File: src/common/fpc_config.svh
`ifndef FPC_CONFIG_SVH
`define FPC_CONFIG_SVH

// number of tasks that both cores run in lockstep
`define FPC_TASKS 16
`define FPC_TASK_W 4

// each task owns this many entries in every core's bank
`define FPC_REGION_DEPTH 8

// RAM address width, which covers FPC_TASKS regions of FPC_REGION_DEPTH entries
`define FPC_PTR_W 7

// width of one CRC fingerprint
`define FPC_FPRINT_W 16

`endif

File: src/common/fpc_pkg.sv
`default_nettype none

`include "fpc_config.svh"

package fpc_pkg;

	// address into one core's fingerprint bank
	typedef logic [`FPC_PTR_W-1:0] fpc_ptr_t;

	// one checkpoint fingerprint sent by a core
	typedef struct packed {
		logic                     core;
		logic [`FPC_TASK_W-1:0]   task_id;
		logic [`FPC_FPRINT_W-1:0] fprint;
	} fpc_submit_t;

	// moves the heads and tails of one task, for both cores at once
	typedef struct packed {
		logic [`FPC_TASK_W-1:0] task_id;
		fpc_ptr_t               ptr;
	} fpc_cfg_t;

	// outcome of comparing the oldest pending pair of a task
	typedef struct packed {
		logic [`FPC_TASK_W-1:0]   task_id;
		logic                     match;
		logic [`FPC_FPRINT_W-1:0] fprint0;
		logic [`FPC_FPRINT_W-1:0] fprint1;
	} fpc_result_t;

endpackage

`default_nettype wire

File: src/logic/fprint_ram.sv
`timescale 1ns/1ps
`default_nettype none

`include "fpc_config.svh"

module fprint_ram (
	input  wire logic                     clk,
	input  wire logic                     wr_en,
	input  wire logic                     wr_core,
	input  wire fpc_pkg::fpc_ptr_t        wr_addr,
	input  wire logic [`FPC_FPRINT_W-1:0] wr_data,
	input  wire fpc_pkg::fpc_ptr_t        rd_addr0,
	input  wire fpc_pkg::fpc_ptr_t        rd_addr1,
	output logic [`FPC_FPRINT_W-1:0]      rd_data0,
	output logic [`FPC_FPRINT_W-1:0]      rd_data1
);

	localparam int WORDS = 1 << `FPC_PTR_W;

	// bank 0 holds core 0's fingerprints and bank 1 core 1's
	logic [`FPC_FPRINT_W-1:0] mem [2][WORDS];

	always_ff @(posedge clk) begin
		if (wr_en)
			mem[wr_core][wr_addr] <= wr_data;
		rd_data0 <= mem[0][rd_addr0]; // both banks are read every cycle
		rd_data1 <= mem[1][rd_addr1];
	end

endmodule

`default_nettype wire

File: config.mk
export PLATFORM = sky130hd
export DESIGN_NAME = fprint_ram
export DESIGN_NICKNAME = d
export VERILOG_FILES = /design/src/common/fpc_pkg.sv /design/src/logic/fprint_ram.sv
export VERILOG_INCLUDE_DIRS = /design/src /design/src/common
export SDC_FILE = /design/constraint.sdc
export NUM_CORES = 2
export LEC_CHECK = 0
export ABC_CLOCK_PERIOD_IN_PS = 4900
export BUFFER_PORTS_ARGS = -buffer_cell sky130_fd_sc_hd__buf_2
export CORE_UTILIZATION = 55
export DETAILED_ROUTE_END_ITERATION = 7
export HOLD_SLACK_MARGIN = 0.02
export PLACE_DENSITY_LB_ADDON = 0.2
export SYNTH_ARGS = -nofsm -noshare
export SYNTH_HDL_FRONTEND = slang
export SYNTH_SLANG_ARGS = --single-unit
File: constraint.sdc
create_clock -name clk -period 4.9 [get_ports clk]
set_input_delay 0.98 -clock clk [delete_from_list [all_inputs] [get_ports clk]]
set_output_delay 0.98 -clock clk [all_outputs]
set_load 0.005 [all_outputs]
Word level (Yosys, flattened, before mapping)
Memories as Yosys holds them, arrays and structs flattened. Cells that the tools add are included.

$add $sub $neg: 0. Multiply operators: 0. Div/mod/pow operators: 0. $lt $le $gt $ge: 4. Equality and inequality tests: 0. Shift operators: 0. Mux-type cells: 10. Bitwise operators: 3. Reductions and logical operators: 1.

Operators by type and width (count): two-way mux 2048 bit (1); binary-select mux 16 bit (select 7 bit) (2); demux 16 bit (select 7 bit) (1); two-way mux 16 bit (5); >= comparator 8 bit, second input constant (3); NOT 7 -> 8 bit (3); less-than comparator 8 x 1 -> 1 bit, second input constant (1); logical AND 1 bit (1); two-way mux 1 bit (1).

Bits in registers: 32. Bits in latches: 0. RAM bits: 4096. Memory bits (read-only): 0. Bits of input ports: 40. Memories kept: 1.

Memory list: mem (words 2, width 2048, rd ports 2, clocked after Yosys merged registers in 0, wr ports 1, RTL line fprint_ram.sv:21) `` logic [`FPC_FPRINT_W-1:0] mem [2][WORDS]; ``.

Depth between registers and ports, before layout
Depth in word-level cells: 6. Mapped depth: 7. Depth with buffers taken out: 4.

Worst setup path before layout
Ideal clock, no wire load.

Path kind: input port to flip-flop. Start: in rd_addr0[0]. End: reg rd_data0[0]. Setup time: 0.121 ns. Arrival: 3.390 ns. Data required time: 4.779 ns. Setup slack: 1.389 ns. Stages: 6. Buffers on the path: 2. Path through: buf_2 > buf_1 > mux4_2 > mux4_2 > mux4_2 > mux2_2.

Word-level cells in the longest chain between the ends: 4.

Ends and longest elaborated chain: from (decl) (RTL line fprint_ram.sv:12) `input wire fpc_pkg::fpc_ptr_t rd_addr0,`; NOT 7 -> 8 bit (not written as such) (RTL line fprint_ram.sv:26) `rd_data0 <= mem[0][rd_addr0];`; binary-select mux 16 bit (select 7 bit) (RTL line fprint_ram.sv:26); two-way mux 16 bit (not written as such) (2 in series) (RTL line fprint_ram.sv:26); to (signal assigned) (RTL line fprint_ram.sv:26); to (decl) (RTL line fprint_ram.sv:14) `` output logic [`FPC_FPRINT_W-1:0] rd_data0, ``.

No other way between the ends. The select of a mux whose other input is x is not followed.

Final worst setup path
Start: in rd_addr1[0]. End: reg rd_data1[9].

Word-level cells in the longest chain between the ends: 4.

Ends and longest elaborated chain: from (decl) (RTL line fprint_ram.sv:13) `input wire fpc_pkg::fpc_ptr_t rd_addr1,`; NOT 7 -> 8 bit (not written as such) (RTL line fprint_ram.sv:27) `rd_data1 <= mem[1][rd_addr1];`; binary-select mux 16 bit (select 7 bit) (RTL line fprint_ram.sv:27); two-way mux 16 bit (not written as such) (2 in series) (RTL line fprint_ram.sv:27); to (signal assigned) (RTL line fprint_ram.sv:27); to (decl) (RTL line fprint_ram.sv:15) `` output logic [`FPC_FPRINT_W-1:0] rd_data1 ``.

No other way between the ends. The select of a mux whose other input is x is not followed.

==> run_results.csv <==
group,metric,value,unit
setup_path,r2r-start,"mem[0][1829]$_DFFE_PP_",
synth,synth_top_family_by_area,"multiplexers",
pwr,power.share.sequential,53.0,%
synth,syn_area_per_cell,25.5,sq um
pwr,switching_share,21.0,%
drt,routed.top_layer,"met5",
placed_design,io_buffers,71,
clocking,cts_root_buffer,"clkbuf_16",
clocking,cts.sinks,4128,
synth,synthAdderAreaFrac,0,%
drt,via_per_inst,6.56,
final_layout,design_area,178000,sq um
global_routing,grt_start_max_net_pins,152,
global_routing,grt_util_all_layers,27.1,%
timing,fin_crit,3.24,ns
synth,yosys.area_share.simple,0.824,%
floorplanning,io-pin-count,72,
global_routing,grt_pass1_vias,71400,
synth,synth_nets,6203,
setup_path,crit_type,"in -> reg",
pwr,peakVddDrop,323,uV
final_layout,fin_nets,6806,
timing,slew_violations,0,
setup_path,critPathCaptureType,"flip-flop",
drt,wirelength,383000,microns
clocking,cts_buffer_depth,4,
setup_path,critPathLaunchType,"primary input",
setup_path,crit_fanout,29,
final_layout,drive_gt1_share,36.0,%
hold_path,min_to,"mem[0][28]$_DFFE_PP_",
clocking,clk_pin_slew_worst_paths,0.06,ns
hold_path,min-delay-path-class,"in -> reg",
drt,met3_length,34500,microns
final_layout,mostFrequentLayoutCells,"4,096 x edfxtp_1, 1,344 x mux4_2, 409 x clkbuf_16",
floorplanning,core,283000,sq um
timing,setup_viol,0,
synth,synthesis.area,157000,sq um
synth,synth_warnings,0,
floorplanning,die-width,536,microns
timing,finalHoldViolCount,0,
pwr,power.internal,58.2,mW
hold_path,hp-start,"wr_data[12]",
timing,skew,0.0420,ns
synth,syn_inst,6163,
timing,clock.fmax,0.309,GHz
setup_path,ff2ff_path_depth,4,
drt,postRouteAntennaNets,0,
clocking,ctsHoldBuffers,0,
final_layout,finalNonFillerCells,10900,
placed_design,post_dp_cell_area,165000,sq um
run,maxCapViolCount,0,
synth,synth_compound_area_share,0,%
global_routing,antenna_found_initial,26,
timing,post-route-worst-setup-slack,1.66,ns
synth,synthMuxAreaShare,19.5,%
drt,vias,71300,
placed_design,place_congestion,0.803,
synth,synthDistinctLibCells,18,
drt,wl_met2,187000,microns
clocking,cts_max_level,5,
setup_path,crit_start,"rd_addr1[0]",
timing,finalCritPeriodShare,66.1,%
floorplanning,rows,195,
timing,setup_tns,0,ns
drt,drtPass1Iterations,5,
floorplanning,die_h,536,microns
clocking,tritoncts,"yes",
synth,synthXorXnorAreaFrac,0,%
clocking,cts_made_buffers,406,
setup_path,r2r-end,"rd_data0[5]$_DFF_P_",
final_layout,layout_commonest_cell,"edfxtp_1",
global_routing,grt_pass1_wl,545000,microns
clocking,post_cts_resized,0,
final_layout,area_delta_synth_final,13.7,%
pwr,power_density,413,nW/um^2
timing,timing.slew.headroom,14.4,%
placed_design,dpl.hpwl,225000,microns
synth,yosysSeqAreaShare,78.8,%
setup_path,cp.required,5.72,ns
floorplanning,dieArea,288000,sq um
timing,worst_slew_pin_slew,1.28,ns
drt,routedWlPerCell,35.2,microns
pwr,switchingPower,15.5,mW
timing,rsz0062_at_grt,"no",
pwr,pwr-share-comb,4.9,%
drt,drtIter0Drc,10000,
drt,drt-met1-wl,150000,microns
final_layout,finalCoreUtilization,63.1,%
floorplanning,start_util,55.5,%
setup_path,worstPathArrival,4.07,ns
pwr,p_leak,55.5,nW
placed_design,dp_slack,0.705,ns
synth,synth-seq-cells,4128,
placed_design,post-place-cells,10100,
clocking,clock_latency,0.95,ns
outcome,status,"finished, final reports clean",
drt,remaining_drc_errors,0,
pwr,clockPowerShare,42.1,%
clocking,post_cts_buffers,0,
hold_path,whs_path_depth,1,
setup_path,reg2reg_slack,2.35,ns
global_routing,grt-ovfl-total,0,
worst max-delay path by stage:
stage	to	cells past startpoint
6_report	rd_data1[9]$_DFF_P_	6
5_1_grt	rd_data1[9]$_DFF_P_	6
4_1_cts	rd_data1[9]$_DFF_P_	6
3_5_place_dp	rd_data1[9]$_DFF_P_	6
3_3_place_gp	rd_data0[5]$_DFF_P_	7
2_1_floorplan	rd_data0[0]$_DFF_P_	6
area by class of cell:
cell class | instances | area (sq um)
diodes | 12 | 30.0
fillers | 18400 | 105000
flip-flops and latches | 4128 | 124000
clock buffers | 483 | 10700
multi-input cells | 1703 | 32100
clock inverters | 266 | 2630
repair buffers | 527 | 4780
well taps | 3743 | 4680
kinds of logic after synthesis:
group,count (synthesis)
flip-flops,4128
AND/OR/NAND/NOR,327
buffers and inverters,332
multiplexers,1376
power by group through the flow:
stage	registers, mW	logic, mW	clock network, mW
CTS	39.1	3.63	31.5
detailed placement	39.8	3.62	0
finish	39.1	3.58	31.1
global placement	39.8	3.56	0
floorplan	39.7	1.86	0
global route	39.0	3.74	32.7
metal layers:
| metal | global-route usage (%) | vias up |
|---|---|---|
| met5 | 0 | - |
| met4 | 7.59 | 16 |
| met3 | 4.54 | 571 |
| met2 | 43.0 | 3688 |
| met1 | 39.5 | 38900 |
| li1 | - | 28100 |
critical path: stages:
cell	delay [ns]
buf_8	0.32
buf_4	0.59
mux4_2	0.60
mux4_2	0.54
mux4_2	0.61
mux2_2	0.32
sequential cells by signal (all words and copies together), names as in the netlist:
register  cells
rd_data0     16
mem        4096
rd_data1     16
through the flow:
step / hold WS, ns / total power, mW
floorplan: 1.07 / 41.6
global placement: 1.10 / 43.4
detailed placement: 1.10 / 43.4
CTS: 0.443 / 74.1
global route: 0.468 / 75.5
finish: 0.503 / 73.7
cells in the mapped netlist:
cell type | number | area [sq um]
buf_1 | 48 | 180
mux4_2 | 1344 | 30300
edfxtp_1 | 4096 | 123000
clkbuf_1 | 176 | 661
buf_4 | 4 | 30.0
buf_6 | 5 | 56.3
dfxtp_1 | 32 | 641
and3_1 | 1 | 6.26
nor2_1 | 260 | 976
nor3b_1 | 1 | 7.51
nand4b_1 | 1 | 8.76
and2_1 | 4 | 25.0
nand2_1 | 35 | 131
buf_2 | 99 | 495
nand3_1 | 14 | 70.1
nor2b_1 | 8 | 50.1
mux2_2 | 32 | 360
nand4_1 | 3 | 18.8
Note: power is estimated with default switching activity, not from simulation.
