**src/common/fpc_config.svh**
```systemverilog
`ifndef FPC_CONFIG_SVH
`define FPC_CONFIG_SVH

// number of tasks that both cores run in lockstep
`define FPC_TASKS 16
`define FPC_TASK_W 4

// each task owns this many entries in every core's bank
`define FPC_REGION_DEPTH 8

// RAM address width, which covers FPC_TASKS regions of FPC_REGION_DEPTH entries
`define FPC_PTR_W 7

// width of one CRC fingerprint
`define FPC_FPRINT_W 16

`endif

```
**src/common/fpc_pkg.sv**
```systemverilog
`default_nettype none

`include "fpc_config.svh"

package fpc_pkg;

	// address into one core's fingerprint bank
	typedef logic [`FPC_PTR_W-1:0] fpc_ptr_t;

	// one checkpoint fingerprint sent by a core
	typedef struct packed {
		logic                     core;
		logic [`FPC_TASK_W-1:0]   task_id;
		logic [`FPC_FPRINT_W-1:0] fprint;
	} fpc_submit_t;

	// moves the heads and tails of one task, for both cores at once
	typedef struct packed {
		logic [`FPC_TASK_W-1:0] task_id;
		fpc_ptr_t               ptr;
	} fpc_cfg_t;

	// outcome of comparing the oldest pending pair of a task
	typedef struct packed {
		logic [`FPC_TASK_W-1:0]   task_id;
		logic                     match;
		logic [`FPC_FPRINT_W-1:0] fprint0;
		logic [`FPC_FPRINT_W-1:0] fprint1;
	} fpc_result_t;

endpackage

`default_nettype wire

```
**src/logic/fprint_comparator.sv**
```systemverilog
`timescale 1ns/1ps
`default_nettype none

`include "fpc_config.svh"

module fprint_comparator (
	input  wire logic                     clk,
	input  wire logic                     reset,
	input  wire logic [`FPC_TASKS-1:0]    ready_tasks,
	output logic [`FPC_TASK_W-1:0]        comp_task,
	input  wire fpc_pkg::fpc_ptr_t        tail0,
	input  wire fpc_pkg::fpc_ptr_t        tail1,
	input  wire logic                     tail0_at_head,
	input  wire logic                     tail1_at_head,
	output fpc_pkg::fpc_ptr_t             rd_addr0,
	output fpc_pkg::fpc_ptr_t             rd_addr1,
	input  wire logic [`FPC_FPRINT_W-1:0] rd_data0,
	input  wire logic [`FPC_FPRINT_W-1:0] rd_data1,
	output logic                          inc_tail,
	output logic                          clr_req,
	output logic                          mismatch,
	input  wire logic                     clr_ack,
	output logic                          res_req,
	input  wire logic                     res_ack,
	output fpc_pkg::fpc_result_t          res_data
);

	typedef enum logic [3:0] {
		CMP_IDLE,
		CMP_PTR,
		CMP_READ,
		CMP_EVAL,
		CMP_RESP,
		CMP_DONE,
		CMP_INC,
		CMP_SETTLE,
		CMP_CHECK,
		CMP_CLR
	} cmp_state_t;

	cmp_state_t             state;
	logic [`FPC_TASK_W-1:0] pick;

	// lowest numbered ready task wins
	always_comb begin
		pick = '0;
		for (int i = `FPC_TASKS - 1; i >= 0; i--) begin
			if (ready_tasks[i])
				pick = i[`FPC_TASK_W-1:0];
		end
	end

	always_ff @(posedge clk or posedge reset) begin
		if (reset) begin
			state     <= CMP_IDLE;
			comp_task <= '0;
		end else begin
			case (state)
				CMP_IDLE: begin
					if (|ready_tasks) begin
						comp_task <= pick;
						state     <= CMP_PTR;
					end
				end
				CMP_PTR:    state <= CMP_READ; // tails of the new task arrive after one cycle
				CMP_READ:   state <= CMP_EVAL; // RAM output is registered
				CMP_EVAL:   state <= CMP_RESP;
				CMP_RESP: begin
					if (res_ack)
						state <= CMP_DONE;
				end
				CMP_DONE: begin
					if (!res_ack)
						state <= res_data.match ? CMP_INC : CMP_CLR;
				end
				CMP_INC:    state <= CMP_SETTLE;
				CMP_SETTLE: state <= CMP_CHECK; // lets the advanced tails reach the flags
				CMP_CHECK: begin
					if (tail0_at_head || tail1_at_head)
						state <= CMP_CLR;
					else
						state <= CMP_IDLE;
				end
				CMP_CLR: begin
					if (clr_ack)
						state <= CMP_IDLE;
				end
				default:    state <= CMP_IDLE;
			endcase
		end
	end

	// result is frozen from EVAL until the next pair, so it stays stable during the handshake
	always_ff @(posedge clk) begin
		if (state == CMP_EVAL) begin
			res_data.task_id <= comp_task;
			res_data.match   <= (rd_data0 == rd_data1);
			res_data.fprint0 <= rd_data0;
			res_data.fprint1 <= rd_data1;
		end
	end

	assign rd_addr0 = tail0;
	assign rd_addr1 = tail1;

	assign res_req  = (state == CMP_RESP);
	assign inc_tail = (state == CMP_INC);
	assign clr_req  = (state == CMP_CLR);
	assign mismatch = (state == CMP_CLR) && !res_data.match; // a mismatch turns the clear into a flush

endmodule

`default_nettype wire

```
**config.mk**
```make
export PLATFORM = sky130hd
export DESIGN_NAME = fprint_comparator
export DESIGN_NICKNAME = d
export VERILOG_FILES = /design/src/common/fpc_pkg.sv /design/src/logic/fprint_comparator.sv
export VERILOG_INCLUDE_DIRS = /design/src /design/src/common
export SDC_FILE = /design/constraint.sdc
export NUM_CORES = 1
export LEC_CHECK = 0
export ABC_CLOCK_PERIOD_IN_PS = 9100
export BUFFER_PORTS_ARGS = -buffer_cell sky130_fd_sc_hd__clkbuf_2
export CORE_AREA = 2 2 51 100
export DETAILED_ROUTE_END_ITERATION = 10
export DIE_AREA = 0 0 53 102
export PLACE_DENSITY_LB_ADDON = 0.08
export SLEW_MARGIN = 20
export SYNTH_ARGS = -nofsm -noshare
export SYNTH_HDL_FRONTEND = slang
export SYNTH_SLANG_ARGS = --single-unit
```
**constraint.sdc**
```tcl
create_clock -name clk -period 9.1 [get_ports clk]
set_input_delay 0.455 -clock clk [delete_from_list [all_inputs] [get_ports clk]]
set_output_delay 0.455 -clock clk [all_outputs]
set_load 0.05 [all_outputs]
```
Yosys cells after proc, flatten, opt, wreduce, memory -nomap -nowiden

Cells that the tools add are included.

Flip-flop bits (word level): 45

Reductions and logical operators: 7
Mux-type cells: 23
Eq/ne operators: 14

Operators by type and width:

| cell                                                   | count |
|---|---|
| two-way mux 4 bit                                      | 22 |
| case mux 4 bit (10 select lines)                       | 1 |
| == test 16 bit                                         | 1 |
| == test 4 x 3 -> 1 bit (second input constant)         | 4 |
| OR reduction 16 bit                                    | 1 |
| == test 4 x 2 -> 1 bit (second input constant)         | 2 |
| == test 4 bit (second input constant)                  | 2 |
| == test 4 x 1 -> 1 bit (second input constant)         | 1 |
| logical NOT 4 bit                                      | 1 |
| inequality test 2 x 1 -> 1 bit (second input constant) | 2 |
| inequality test 2 bit (second input constant)          | 2 |
| AND reduction 4 bit                                    | 1 |
| AND reduction 2 bit                                    | 1 |
| logical AND 1 bit                                      | 1 |
| logical NOT 1 bit                                      | 1 |
| logical OR 1 bit                                       | 1 |

Logic depth before layout (Yosys ltp)

Word-level depth: 16
Mapped depth: 6
Gate-level depth less buffers: 5

Worst setup path before layout

No wires, ideal clock.

Path kind: register to output
From: register state[0]
To: output port mismatch
Stages on the path, launching flop included: 5
Arrival time: 2743 ps
Setup slack: 5902 ps
Cells stage by stage: dfrtp_1 > buf_6 > inv_1 > nor4_1 > and2_1

Cells in the longest elaborated chain, start to end: 2

Ends and longest elaborated chain:

| item                   | line                     | RTL |
|---|---|---|
| start, declared        | fprint_comparator.sv:41  | `cmp_state_t state;` |
| start signal, assigned | fprint_comparator.sv:74  | `state <= res_data.match ? CMP_INC : CMP_CLR;` |
| == test 4 bit          | n/a                      |  |
| named net clr_req      | fprint_comparator.sv:20  | `output logic clr_req,` |
| logical AND 1 bit      | fprint_comparator.sv:109 | `assign mismatch = (state == CMP_CLR) && !res_data.match;` |
| end, declared          | fprint_comparator.sv:21  | `output logic mismatch,` |

The timed path passes the listed nets, and every way through them passes these cells.

Worst setup path after layout

From: register state[0]
To: register res_data[28] in the netlist's numbering, enable pin

Cells in the longest elaborated chain, start to end: 1

Ends and longest elaborated chain:

| item                   | line                    | RTL |
|---|---|---|
| == test 4 x 2 -> 1 bit | fprint_comparator.sv:95 | `if (state == CMP_EVAL) begin` |
| end, declared          | fprint_comparator.sv:25 | `output fpc_pkg::fpc_result_t res_data` |

No other way between the ends.
A chain may end at the register's enable or synchronous reset.

==> results by stage <==
Run status:
- The run finished with clean final reports.

Logic synthesis:
- Counting distinct cell types in the post-synthesis netlist gives 31.
- Counting flops with a built-in enable in the synthesized netlist gives 37.
- The portion of synthesized cell area occupied by the leading cell type is 54.6%.
- The most used flip-flop cell after synthesis is sky130_fd_sc_hd__edfxtp_1.
- The cell taking the most area after synthesis is sky130_fd_sc_hd__edfxtp_1.
- The netlist area before placement is 2030 um2.
- Synthesis inferred 45 register bits.
- Counting every instance in the synthesized netlist gives 155.
- For this run, asynchronously set or reset flops after synthesis account for 17.8%.
- Yosys printed 0 warnings.
- The number of nets produced by synthesis is 223.
- The sequential-to-total area share from yosys stat is 64.5%.
- In the post-synthesis netlist, the biggest area contributors are sky130_fd_sc_hd__edfxtp_1, sky130_fd_sc_hd__dfrtp_1, sky130_fd_sc_hd__xnor2_1.
- The average cell area after synthesis is 13.1 um2.

Die:
- The die covers 5410 um2.
- The chip width is 53 um.
- The initial utilization of the core area, before any placement, comes to 44.2%.
- Row generation in the floorplan step produced 35 rows.
- The total area inside the core boundary comes to 4600 um2.
- During I/O placement, the number of pins put on the boundary was 127.
- The floorplan step set the die height to 102 um.

Pwr:
- The fraction of power consumed by combinational cells is 41.8%.
- In this run, the clock network consumes 17.1% of the power.
- The worst-case IR drop observed on VDD is 177 uV.
- The leakage power is 1.08 nW.
- The power density over the cells is 322 nW/um2.
- The power dissipated by switching net loads is 0.373 mW.
- Internal power comes to 0.459 mW.
- Net switching is 44.8% of the power.
- The share of power burned in registers is 41.1%.

Placed design:
- The total cell area at the placement stage is 2480 um2.
- The number of buffers added on ports is 98.
- The worst setup slack before clock tree synthesis is 6.73 ns.
- Summed over all nets, the half-perimeter wirelength after detailed placement is 3620 um.
- The weighted congestion at the end of routability-driven global placement is 0.887.

Finish:
- The filler cells instantiated in the layout total 439.
- Cells fill 56.1% of the core in the end.
- The area overhead of the layout relative to synthesis is 26.9%.
- The number of nets in the layout is 312.
- The fraction of final layout cells with drive strength greater than 1 is 45.9%.
- The total inserted antenna cells is 0.
- The post-layout instance area is 2580 um2.

Clocking:
- The worst-skew pair later-pin latency is 0.29 ns.
- Buffers inserted during clock tree synthesis total 5.
- Clock tree synthesis selected as its root buffer the cell sky130_fd_sc_hd__clkbuf_8.
- Buffers added to address setup during post-CTS repair amount to 0.
- The post-cts sizing count is 0.
- The cts-stage hold buffer count is 0.
- The H-tree was split into 2 levels.
- The clock tree from TritonCTS is built.
- The number of sinks on the clock net is 45.
- The largest buffer count on any clock path is 2.
- Clock-pin slew was measured on the worst setup and hold paths at 0.08 ns.

Detailed routing:
- After detailed routing, the average wire length per cell comes to 15.1 um.
- The via count of the routed design is 1531.
- For this block, the initial DRC count from the detailed router was 31.
- The first-pass iteration count of the detailed router is 3.
- For this run, design rule violations remaining after detail routing come to 0.
- The count of nets left with antenna violations once routing finished came out at 0.
- Using the TritonRoute via totals, the vias-per-cell ratio works out to 5.12.
- The sum of routed wire length over all layers is 4500 um.

Global route:
- The wire length of the first global-routing pass is 6910 um.
- For this run, the total global-route usage over all layers was measured as 17.9%.
- The number of antenna violations at the first check in global routing is 0.
- The total grt overflow is 0.
- The number of global-route vias before repair came to 1599.
- Entering global routing, the biggest net connects 38 pins.

Timing:
- The final period demand of the worst path is 2.33 ns.
- The summed negative setup slack over all endpoints is 0 ns.
- The worst hold slack is 0.0893 ns.
- Setup repair after global routing left no endpoint under its margin.
- Dividing the final minimum period by the clock period gives 25.6%.
- For the pin with the worst max-slew slack, the measured transition is 0.963 ns.
- Timing would allow up to 0.430 GHz.
- The count of endpoints failing setup in the final report is 0.
- The post-route clock skew is 0.00378 ns.
- Measured against its own limit, the worst slew margin works out to 35.7%.
- The max-slew violation count came to 0.
- The hold violation total from the final report came to 0.
- The setup slack of the critical path after layout is 6.77 ns.

Critical path:
- STA puts the critical path data arrival time at 2.24 ns.
- The category of the most critical setup path is register to register.
- The critical path capture point type is a register.
- In this run the worst path has a maximum fanout of 37.
- The required time of the critical path is 9.01 ns.
- The worst setup path is launched from a register.

Job:
- The total of max-cap violations is 0.

Worst hold path:
- The type of the worst min-delay path is primary input to asynchronous set/reset pin.
==> state kept, by name, indices dropped and copies added, names as in the netlist <==
signal / flops
comp_task: 4
res_data: 37
state: 4
==> synth_stat cells (2+ instances only) <==
master                     instances
sky130_fd_sc_hd__dfrtp_1           8
sky130_fd_sc_hd__nor4_2            2
sky130_fd_sc_hd__nand4_1           4
sky130_fd_sc_hd__a21oi_1          11
sky130_fd_sc_hd__nor3_1            6
sky130_fd_sc_hd__nor4_1            7
sky130_fd_sc_hd__nand3_1           2
sky130_fd_sc_hd__o21ai_0           4
sky130_fd_sc_hd__nand2b_1          2
sky130_fd_sc_hd__buf_4            15
sky130_fd_sc_hd__inv_1             9
sky130_fd_sc_hd__nand2_1           5
sky130_fd_sc_hd__nor2_1           11
sky130_fd_sc_hd__edfxtp_1         37
sky130_fd_sc_hd__xnor2_1          16
==> power groups by stage <==
stage | clock (mW) | sequential [mW] | combinational, mW
5_1_grt | 0.154 | 0.350 | 0.371
3_5_place_dp | 0 | 0.346 | 0.352
3_3_place_gp | 0 | 0.344 | 0.350
6_report | 0.142 | 0.342 | 0.348
2_1_floorplan | 0 | 0.492 | 0.138
4_1_cts | 0.146 | 0.342 | 0.353
==> cell families after synthesis <==
kind of cell | Yosys count | share of synthesized area [%]
AO/OA/AOI/OAI | 25 | 8.00
buffers and inverters | 25 | 7.75
AND/OR/NAND/NOR | 44 | 12.9
XOR/XNOR | 16 | 6.89
flip-flops | 45 | 64.5
==> placed cells by master (no fill, tap or decap), drive strengths merged <==
cell	synthesis	final
clkbuf	0	103
edfxtp	37	37
xnor2	16	16
a21oi	11	11
nor2	11	11
nor4	10	10
inv	9	9
dfrtp	8	8
nor3	6	6
nand2	5	5
o21ai	5	5
nand4	4	4
nand3	2	2
nand2b	2	2
a2111oi	1	1
and4	1	1
o21a	1	1
or3	1	1
a211o	1	1
and2	1	1
nor2b	1	1
a221oi	1	1
o21bai	1	1
o22a	1	1
o311ai	1	1
o31ai	1	1
a31oi	1	1
clkinv	0	1
bufinv	0	1
==> final cells by class <==
| class | count | area [um2] | share of cell area [%] |
|---|---|---|---|
| Sequential cell | 45 | 1310 | 50.8 |
| Multi-Input combinational cell | 85 | 573 | 22.2 |
| Timing Repair Buffer | 98 | 490 | 19.0 |
| Clock buffer | 5 | 68.8 | 2.67 |
| Tap cell | 55 | 68.8 | 2.67 |
| Clock inverter | 2 | 35.0 | 1.36 |
| Inverter | 9 | 33.8 | 1.31 |
==> per-layer routing <==
layer | share of wire, % | routed length (um) | vias to the layer above | track usage (%)
li1 | - | - | 729 | -
met1 | 29 | 1300 | 702 | 14.3
met5 | 0 | 0 | - | 0
met2 | 60 | 2700 | 89 | 35.5
met3 | 7.9 | 356 | 11 | 5.70
met4 | 3.2 | 142 | 0 | 8.68
==> final timing paths <==
kind	from	to	slack (ns)	cells past startpoint
max	state[0]	res_data[28]	6.77	3
min	reset	state[2]	0.09	2
max reg2reg	state[0]	res_data[28]	6.77	3
min reg2reg	comp_task[3]	res_data[36]	0.49	0
max in group asynchronous	reset	comp_task[2]	8.76	2
min in group clk	rd_data1[8]	res_data[8]	0.37	1
==> stage by stage <==
stage	instances	total power [mW]
6_report	299	0.832
5_1_grt	299	0.875
3_3_place_gp	292	0.695
3_5_place_dp	292	0.699
4_1_cts	299	0.842
2_1_floorplan	155	0.630
==> critical path: stages, from the launching register on <==
cell and delay [ns]:
sky130_fd_sc_hd__dfrtp_1 0.57, sky130_fd_sc_hd__inv_1 0.17, sky130_fd_sc_hd__or3_1 0.45, sky130_fd_sc_hd__nor2_4 0.75
No activity file was read; power rests on OpenSTA's default activity.
