$ cat src/common/fpc_config.svh
`ifndef FPC_CONFIG_SVH
`define FPC_CONFIG_SVH

// number of tasks that both cores run in lockstep
`define FPC_TASKS 16
`define FPC_TASK_W 4

// each task owns this many entries in every core's bank
`define FPC_REGION_DEPTH 8

// RAM address width, which covers FPC_TASKS regions of FPC_REGION_DEPTH entries
`define FPC_PTR_W 7

// width of one CRC fingerprint
`define FPC_FPRINT_W 16

`endif

$ cat src/common/fpc_pkg.sv
`default_nettype none

`include "fpc_config.svh"

package fpc_pkg;

	// address into one core's fingerprint bank
	typedef logic [`FPC_PTR_W-1:0] fpc_ptr_t;

	// one checkpoint fingerprint sent by a core
	typedef struct packed {
		logic                     core;
		logic [`FPC_TASK_W-1:0]   task_id;
		logic [`FPC_FPRINT_W-1:0] fprint;
	} fpc_submit_t;

	// moves the heads and tails of one task, for both cores at once
	typedef struct packed {
		logic [`FPC_TASK_W-1:0] task_id;
		fpc_ptr_t               ptr;
	} fpc_cfg_t;

	// outcome of comparing the oldest pending pair of a task
	typedef struct packed {
		logic [`FPC_TASK_W-1:0]   task_id;
		logic                     match;
		logic [`FPC_FPRINT_W-1:0] fprint0;
		logic [`FPC_FPRINT_W-1:0] fprint1;
	} fpc_result_t;

endpackage

`default_nettype wire

$ cat src/logic/fprint_capture.sv
`timescale 1ns/1ps
`default_nettype none

`include "fpc_config.svh"

module fprint_capture (
	input  wire logic                   clk,
	input  wire logic                   reset,
	input  wire logic                   sub_req,
	output logic                        sub_ack,
	input  wire fpc_pkg::fpc_submit_t   sub_data,
	output logic                        core_id,
	output logic [`FPC_TASK_W-1:0]      task_id,
	input  wire fpc_pkg::fpc_ptr_t      head_pointer,
	output logic                        inc_req,
	input  wire logic                   inc_ack,
	output logic                        wr_en,
	output logic                        wr_core,
	output fpc_pkg::fpc_ptr_t           wr_addr,
	output logic [`FPC_FPRINT_W-1:0]    wr_data
);
	import fpc_pkg::*;

	typedef enum logic [2:0] {
		CAP_IDLE,
		CAP_LOOKUP,
		CAP_WRITE,
		CAP_INC,
		CAP_ACK
	} cap_state_t;

	cap_state_t  state;
	fpc_submit_t sub_q;

	always_ff @(posedge clk or posedge reset) begin
		if (reset) begin
			state <= CAP_IDLE;
		end else begin
			case (state)
				CAP_IDLE: begin
					if (sub_req)
						state <= CAP_LOOKUP;
				end
				CAP_LOOKUP: state <= CAP_WRITE; // head pointer read is registered
				CAP_WRITE:  state <= CAP_INC;
				CAP_INC: begin
					if (inc_ack)
						state <= CAP_ACK;
				end
				CAP_ACK: begin
					if (!sub_req)
						state <= CAP_IDLE; // ack drops once the sender has let go
				end
				default:    state <= CAP_IDLE;
			endcase
		end
	end

	// the sender keeps sub_data stable, but a copy frees the port early
	always_ff @(posedge clk) begin
		if (state == CAP_IDLE && sub_req)
			sub_q <= sub_data;
	end

	assign core_id = sub_q.core;
	assign task_id = sub_q.task_id;

	assign wr_en   = (state == CAP_WRITE);
	assign wr_core = sub_q.core;
	assign wr_addr = head_pointer;
	assign wr_data = sub_q.fprint;

	assign inc_req = (state == CAP_INC); // held until comp_registers acknowledges
	assign sub_ack = (state == CAP_ACK);

endmodule

`default_nettype wire

$ cat config.mk
export PLATFORM = sky130hd
export DESIGN_NAME = fprint_capture
export DESIGN_NICKNAME = d
export VERILOG_FILES = /design/src/common/fpc_pkg.sv /design/src/logic/fprint_capture.sv
export VERILOG_INCLUDE_DIRS = /design/src /design/src/common
export SDC_FILE = /design/constraint.sdc
export NUM_CORES = 1
export LEC_CHECK = 0
export ABC_AREA = 1
export BUFFER_PORTS_ARGS = -buffer_cell sky130_fd_sc_hd__buf_2
export CAP_MARGIN = 20
export CORE_ASPECT_RATIO = 1.25
export CORE_MARGIN = 1
export CORE_UTILIZATION = 41
export CTS_CLUSTER_SIZE = 28
export DETAILED_ROUTE_END_ITERATION = 7
export PLACE_DENSITY = 0.79
export SLEW_MARGIN = 0
export SYNTH_ARGS = -nofsm -noshare
export SYNTH_HDL_FRONTEND = slang
export SYNTH_SLANG_ARGS = --single-unit
$ cat constraint.sdc
create_clock -name clk -period 5.15 [get_ports clk]
set_clock_uncertainty 0.15 [all_clocks]
set_input_delay 0.2575 -clock clk [delete_from_list [all_inputs] [get_ports clk]]
set_output_delay 0.2575 -clock clk [all_outputs]
set_load 0.02 [all_outputs]
== Yosys cells after proc, flatten, opt, wreduce, memory -nomap -nowiden ==
Cells that the tools add are included.

* Output and inout bits: 32
* Input bits: 32
* Memories kept: 0
* Bits in read-only memories: 0
* Bits in registers: 24
* Latch bits: 0
* Word-level logic and storage cells: 18
* Memory bits (writable): 0

* Bitwise logic cells: 0
* Equality and inequality tests: 7
* Reductions and logical operators: 3
* Divide/modulo/power cells: 0
* $lt $le $gt $ge: 0
* $add $sub $neg: 0
* $mul: 0
* Shifts and indexed selects: 0
* Mux-type cells: 4

{| class="wikitable"
|+ Operators with widths
! cell !! number
|-
| case mux 3 bit (5 select lines) || 1
|-
| 2-to-1 mux 3 bit || 3
|-
| == test 3 x 2 -> 1 bit, second input constant || 2
|-
| inequality test 2 bit, second input constant || 2
|-
| == test 3 x 1 -> 1 bit, second input constant || 1
|-
| == test 3 bit, second input constant || 1
|-
| logical NOT 3 bit || 1
|-
| AND reduction 3 bit || 1
|-
| inequality test 2 x 1 -> 1 bit, second input constant || 1
|-
| logical AND 1 bit || 1
|}

== Longest topological paths before layout ==
Gate-level depths: netlist of run 1.

* Word-level depth: 3
* Gate-level depth with buffers: 5
* Mapped depth without buffers: 5

== Least setup slack after synthesis of run 1 ==
Ideal clock, no wire load.

* Path kind: reg2reg
* Start: register state[0]
* End: register sub_q (netlist bit core_id) (enable)
* Library setup time: 0.425 ns
* Arrival time: 2.079 ns
* Path buffers: 0
* Clock period less this slack: 2.654 ns
* Required time: 4.575 ns
* Setup slack: 2.496 ns
* Stages on the path, launching flop included: 4
* Cell sequence: dfrtp_1 -> nor2_1 -> inv_1 -> nor3_1

* Cells in the longest elaborated chain, start to end: 2

{| class="wikitable"
|+ Ends and longest elaborated chain
! item !! line !! RTL
|-
| from (decl) || fprint_capture.sv:32 || <nowiki>cap_state_t state;</nowiki>
|-
| from (signal assigned) || fprint_capture.sv:37 || <nowiki>state <= CAP_IDLE;</nowiki>
|-
| from (signal assigned) || fprint_capture.sv:42 || <nowiki>state <= CAP_LOOKUP;</nowiki>
|-
| from (signal assigned) || fprint_capture.sv:44 || <nowiki>CAP_LOOKUP: state <= CAP_WRITE;</nowiki>
|-
| logical NOT 3 bit || fprint_capture.sv:61 || <nowiki>if (state == CAP_IDLE && sub_req)</nowiki>
|-
| logical AND 1 bit || fprint_capture.sv:61 ||
|-
| to (signal assigned) || fprint_capture.sv:62 || <nowiki>sub_q <= sub_data;</nowiki>
|-
| to (decl) || fprint_capture.sv:33 || <nowiki>fpc_submit_t sub_q;</nowiki>
|}

No other way between the ends.
A chain may end at the register's enable or synchronous reset.

== Worst setup path after layout of run 1 ==
* Start: register state[0]
* End: output sub_ack

* Cells in the longest elaborated chain, start to end: 1

{| class="wikitable"
|+ Ends and longest elaborated chain
! item !! line !! RTL
|-
| == test 3 bit || fprint_capture.sv:74 || <nowiki>assign sub_ack = (state == CAP_ACK);</nowiki>
|-
| to (decl) || fprint_capture.sv:10 || <nowiki>output logic sub_ack,</nowiki>
|}

No other way between the ends.

==> summary.txt, run 1 <==
Status
  – Status: finished clean

Drt
  – WL per Instance: 13.3 um
  – DR pass1 iterations: 4
  – ANT nets after route: 0
  – Via count: 663
  – Iteration-0 DRC Markers: 15
  – DRC violations left: 0
  – Vias/cell: 4.67
  – DRT Wirelength: 1.89 mm

Timing
  – Fin crit share: 32.5%
  – Least-Margin Pin Slew: 0.255 ns
  – Hold Fails Final Rpt: 0
  – Final Max Tran Viols: 0
  – Achievable Freq: 598 MHz
  – Setup slack after layout: 3.48 ns
  – Post-route minimum period: 1.67 ns
  – Relative slew slack: 83.0%
  – Final TNS setup: 0 ns
  – Setup-failing EPs final: 0
  – RSZ-0062 raised after global routing: no

Critical path
  – CP Class: flop to output pin
  – Worst-path maximum fanout: 5
  – Arrival time worst endpoint: 1.27 ns
  – Worst setup EP type: output pin
  – CP Launch Type: flop
  – Worst Path Required: 4.74 ns

Yosys
  – Post-synthesis compound-gate area fraction: 0%
  – Synth Area in Simple Gates: 9.09%
  – Unique masters post-synth: 11
  – Post-Syn Instances: 54
  – Synth top cells by count: edfxtp_1 (21), buf_4 (8), inv_1 (6)
  – Synth Register Bits: 24
  – Post-Synthesis Cell Area: 867 um^2
  – Seq/Total Area, Yosys: 81.4%
  – Area share of the largest cell type after synthesis: 72.7%
  – Post-synth EDFFs: 21
  – Adder-Cell Fraction of Synth Area: 0%
  – Largest family of logic cells by synthesized area: buffers and inverters
  – Yosys warns: 0
  – Mux cell area share after synthesis: 0%
  – Top FF cell, synth: edfxtp_1
  – Syn avg cell area: 16.1 um^2
  – Top cells by area, synth: edfxtp_1 (73%), dfrtp_1 (8.7%), buf_4 (6.9%)
  – Post-Synth XOR/XNOR Area: 0%
  – Post-Syn Nets: 86
  – Count leader, synth: edfxtp_1
  – Fraction of registers with async set/reset: 12.5%
  – Yosys top cell by area: edfxtp_1

Global route
  – Global-route wire length before repair: 2.77 mm
  – Vias in the first global route: 642
  – Initial antenna violation count: 0
  – GRT Util Overall: 17.2%
  – GRT overflow: 0
  – Largest net degree at the start of global routing: 22

Floorplan
  – Core Box Area: 1980 um^2
  – Die area: 2300 um^2
  – Die width: 43.1 um
  – # IOs: 64
  – Row count: 18
  – Initial Utilization: 43.8%
  – Die Y: 53.4 um

Power and ir drop
  – Power Density: 404 nW/um^2
  – Peak supply drop: 0.293 mV
  – Tot Pwr: 0.000543 W
  – P_leak: 0.609 nW

Place
  – I/O Buffers: 49
  – Worst slack at placement: 3.60 ns
  – Gp weighted congestion: 0.680
  – Inst Count DP: 116
  – Final HPWL DP: 1.12 mm

CTS
  – H-tree depth: 1
  – Num CTS Buffers: 3
  – CTS max path bufs: 2
  – Clock sink count: 24
  – CTS Hold Bufs: 22
  – Worst skew pair latency: 0.30 ns
  – CTS tree: built
  – Post-CTS Setup Inserts: 0
  – Post-cts sizing count: 0
  – Clock-pin transition on the worst setup and hold timing paths: 0.12 ns
  – Clock Tree Root: clkbuf_4

Final layout
  – Layout area overhead: 55.3%
  – Ant diodes: 0
  – # nets final: 155
  – FILL cells: 143
  – Finished Layout Cells: 142
  – Layout cells sized above 1: 47.5%

Hold path
  – Worst min path class: input port to flop

Flow run
  – Max-cap violations: 0
## power breakdown
part | leakage [nW] | total, W | switching [W] | internal, W
clock | 0.0210 | 0.0000922 | 0.0000492 | 0.0000430
combinational | 0.359 | 0.000170 | 0.000109 | 0.0000615
sequential | 0.229 | 0.000281 | 0.0000229 | 0.000258
## cells by family after synthesis
logic type             after synthesis
and+or+nand+nor                     16
DFF                                 24
buffers and inverters               14
## metal layers
layer	vias to the layer above	global-route usage, %	share of wire [%]
li1	315	-	-
met1	304	17.2	37
met2	42	31.8	53
met3	2	5.46	9.5
met4	0	7.58	0.74
met5	-	0	0
## path summary, 6_finish.rpt
| path | start | end | slack (ns) | depth (start not counted) |
|---|---|---|---|---|
| max | state[0] | sub_ack | 3.48 | 4 |
| min | inc_ack | state[0] | 0.08 | 4 |
| max reg2reg | state[0] | wr_data[7] | 3.58 | 4 |
| min reg2reg | state[1] | state[2] | 0.51 | 2 |
| max in group asynchronous | reset | state[2] | 4.51 | 3 |
| min in group asynchronous | reset | state[0] | 0.20 | 3 |
## critical path, cell delays in order (launching register included)
cell	delay, ns
dfrtp_1	0.45
nor2_1	0.16
inv_1	0.10
nor2_1	0.09
buf_2	0.17
## cell usage in the layout, fill, tap and decap left out
cell type | Yosys | layout
nor2_1 | 3 | 3
nor3_1 | 2 | 1
dfrtp_1 | 3 | 3
buf_4 | 8 | 1
nand4_1 | 2 | 2
clkbuf_4 | 0 | 3
dlygate4sd3_1 | 0 | 22
nand3_1 | 3 | 3
nand2_1 | 3 | 3
nor3_2 | 0 | 1
edfxtp_1 | 21 | 21
nand2_2 | 2 | 2
nor2_2 | 1 | 1
clkbuf_8 | 0 | 1
inv_1 | 6 | 6
buf_2 | 0 | 49
## final cells by class
type / instances / area [um^2] / area share, %
clock buffer: 4 / 36.3 / 2.70
timing repair buffer: 72 / 473 / 35.1
sequential: 24 / 706 / 52.4
multi-input combinational: 16 / 83.8 / 6.23
inverter: 6 / 22.5 / 1.67
tap: 20 / 25.0 / 1.86
## state kept, by name (all words and copies together), names as in the netlist
signal / count
wr_data: 16
task_id: 4
core_id: 1
state: 3
## stage by stage
step,utilization [%],area (um^2),hold WS [ns]
CTS,67.9,1350,0.0809
global placement,55.0,1090,-0.0260
finish,67.9,1350,0.0840
detailed placement,55.0,1090,-0.0158
global route,67.9,1350,0.0820
floorplan,-,867,-0.139
(Power assumes the default switching activity.)
==> run 2, diff against run 1 <==
Settings changed: ABC_AREA 1 to 0, CORE_UTILIZATION 41 to 39, PLACE_DENSITY 0.79 to 0.76.
Clock period 5.15 ns to 1.6 ns, I/O delays scaled along.
==> summary.txt, run 2 <==
Global route
  – GRT Util Overall: 16.3% (-0.86 points)
  – Global-route wire length before repair: 2.71 mm (-2.0%)
  – GRT overflow: 0 (unchanged)
  – Vias in the first global route: 620 (-3.4%)
  – Initial antenna violation count: 0 (unchanged)
  – Largest net degree at the start of global routing: 22 (unchanged)

Floorplan
  – # IOs: 64 (unchanged)
  – Die area: 2440 um^2 (+6.1%)
  – Initial Utilization: 42.8% (-0.95 points)
  – Die Y: 55.0 um (+3.0%)
  – Die width: 44.4 um (+3.0%)
  – Row count: 18 (unchanged)
  – Core Box Area: 2050 um^2 (+3.4%)

Timing
  – Fin crit share: 93.8%
  – Least-Margin Pin Slew: 0.279 ns (+0.0247 ns)
  – Hold Fails Final Rpt: 0 (unchanged)
  – Setup slack after layout: 0.0995 ns (-3.38 ns)
  – RSZ-0062 raised after global routing: no
  – Hold WS: 0.0100 ns (-0.0740 ns)
  – Relative slew slack: 81.3% (-1.7 points)
  – Post-route minimum period: 1.50 ns
  – Achievable Freq: 666 MHz
  – Setup-failing EPs final: 0 (unchanged)
  – Final Max Tran Viols: 0 (unchanged)

Yosys
  – Post-synth EDFFs: 21 (unchanged)
  – Unique masters post-synth: 16 (+5)
  – Fraction of registers with async set/reset: 12.5% (unchanged)
  – Post-Syn Nets: 79 (-8.1%)
  – Yosys top cell by area: edfxtp_1
  – Area share of the largest cell type after synthesis: 71.9% (-0.83 points)
  – Top FF cell, synth: edfxtp_1
  – Synth top cells by count: edfxtp_1 (21), buf_4 (8), dfrtp_1 (3)
  – Count leader, synth: edfxtp_1
  – Seq/Total Area, Yosys: 80.5% (-0.93 points)
  – Syn avg cell area: 18.7 um^2 (+16%)
  – Post-Synthesis Cell Area: 877 um^2 (+1.2%)
  – Post-Syn Instances: 47 (-13%)
  – Synth Register Bits: 24 (unchanged)
  – Top cells by area, synth: edfxtp_1 (72%), dfrtp_1 (8.6%), buf_4 (6.8%)
  – Yosys warns: 0 (unchanged)

CTS
  – Worst skew pair latency: 0.30 ns (about the same)
  – H-tree depth: 1 (unchanged)
  – Post-cts sizing count: 0 (unchanged)
  – CTS tree: built
  – Clock Tree Root: clkbuf_4
  – Num CTS Buffers: 3 (unchanged)
  – CTS Hold Bufs: 24 (+9.1%)
  – Clock-pin transition on the worst setup and hold timing paths: 0.11 ns (about the same)
  – CTS max path bufs: 2 (unchanged)
  – Post-CTS Setup Inserts: 0 (unchanged)
  – Clock sink count: 24 (unchanged)

Final layout
  – Post-route cell area: 1400 um^2 (+3.9%)
  – Final Core Density: 68.3% (+0.32 points)
  – Finished Layout Cells: 147 (+3.5%)
  – FILL cells: 147 (+2.8%)
  – Ant diodes: 0 (unchanged)
  – # nets final: 150 (-3.2%)
  – Layout area overhead: 59.5%
  – Most frequent cells in the layout: buf_2 (49), dlygate4sd3_1 (24), edfxtp_1 (21), clkbuf_4 (3)
  – Layout cells sized above 1: 51.3% (+3.7 points)
  – Max FFs per register: 16 (unchanged)
  – Most common cell after layout, fill and taps aside: buf_2

Drt
  – Via count: 651 (-1.8%)
  – ANT nets after route: 0 (unchanged)
  – DR pass1 iterations: 4 (unchanged)
  – WL per Instance: 13.3 um (about the same)
  – Iteration-0 DRC Markers: 11 (-4)
  – Vias/cell: 4.43 (-5.1%)
  – DRT Wirelength: 1.95 mm (+3.5%)
  – DRC violations left: 0 (unchanged)

Hold path
  – Worst min path class: input port to output pin

Critical path
  – Worst-path maximum fanout: 6 (+1)
  – Worst setup EP type: output pin
  – CP Class: flop to output pin
  – Arrival time worst endpoint: 1.27 ns (about the same)
  – Flop2flop setup slack: 0.13 ns (-3.45 ns)
  – Worst Path Required: 1.37 ns (-3.37 ns)
  – CP Launch Type: flop

Place
  – I/O Buffers: 49 (unchanged)
  – Worst slack at placement: 0.144 ns (-3.45 ns)
  – Gp weighted congestion: 0.695 (+2.2%)
  – Placed cell area: 1130 um^2 (+3.9%)
  – Inst Count DP: 119 (+2.6%)
  – Final HPWL DP: 1.07 mm (-4.5%)

Flow run
  – Max-cap violations: 0 (unchanged)

Power and ir drop
  – P_leak: 0.595 nW (-2.4%)
  – Power Density: 1240 nW/um^2 (+210%)
  – Peak supply drop: 0.948 mV (+220%)

Status
  – Status: finished clean
-- run 2: critical path: stages, from the launching register on --
cell and delay, ns:
dfrtp_1 0.47, nand2b_2 0.25, nor2_1 0.09, buf_2 0.16
-- run 2: final cells by class --
cell class                 count  area, um^2  share of cell area, %
clock buffer                   3        22.5                   1.61
clock inverter                 1        3.75                  0.268
inverter                       2        7.51                  0.537
multi-input combinational     12         108                   7.69
sequential                    24         707                   50.5
tap                           30        37.5                   2.68
timing repair buffer          75         513                   36.7
-- run 2: kinds of logic (layout without fill, tap and decap cells) --
kind of cell	Yosys count	after routing	share of synthesized area, %
flip-flops	24	24	80.5
buffers and inverters	11	81	8.27
AND/OR/NAND/NOR	8	8	6.85
AO/OA/AOI/OAI	4	4	4.42
-- run 2: through the flow --
step / total power, W / TNS, ns
2_1_floorplan: 0.00130 / -4.90
3_3_place_gp: 0.00142 / 0
3_5_place_dp: 0.00144 / 0
4_1_cts: 0.00174 / 0
5_1_grt: 0.00182 / 0
6_report: 0.00173 / 0
-- run 2: routing by layer --
layer / track usage [%] / share of wire [%] / vias to the layer above
li1: - / - / 308
met1: 14.1 / 33 / 296
met2: 34.3 / 56 / 43
met3: 4.22 / 9.0 / 4
met4: 6.57 / 1.8 / 0
met5: 0 / 0 / -
-- run 2: worst paths after layout --
kind	endpoint	cells after the start	from
max in group asynchronous	state[1]	3	reset
min	wr_addr[0]	0	head_pointer[0]
min reg2reg	state[1]	1	state[1]
max	inc_req	3	state[2]
min in group asynchronous	state[2]	3	reset
max reg2reg	core_id	2	state[2]
-- run 2: power by group --
part           switching [W]  internal (W)
clock               0.000158     0.0000910
combinational       0.000323      0.000253
sequential         0.0000877      0.000820
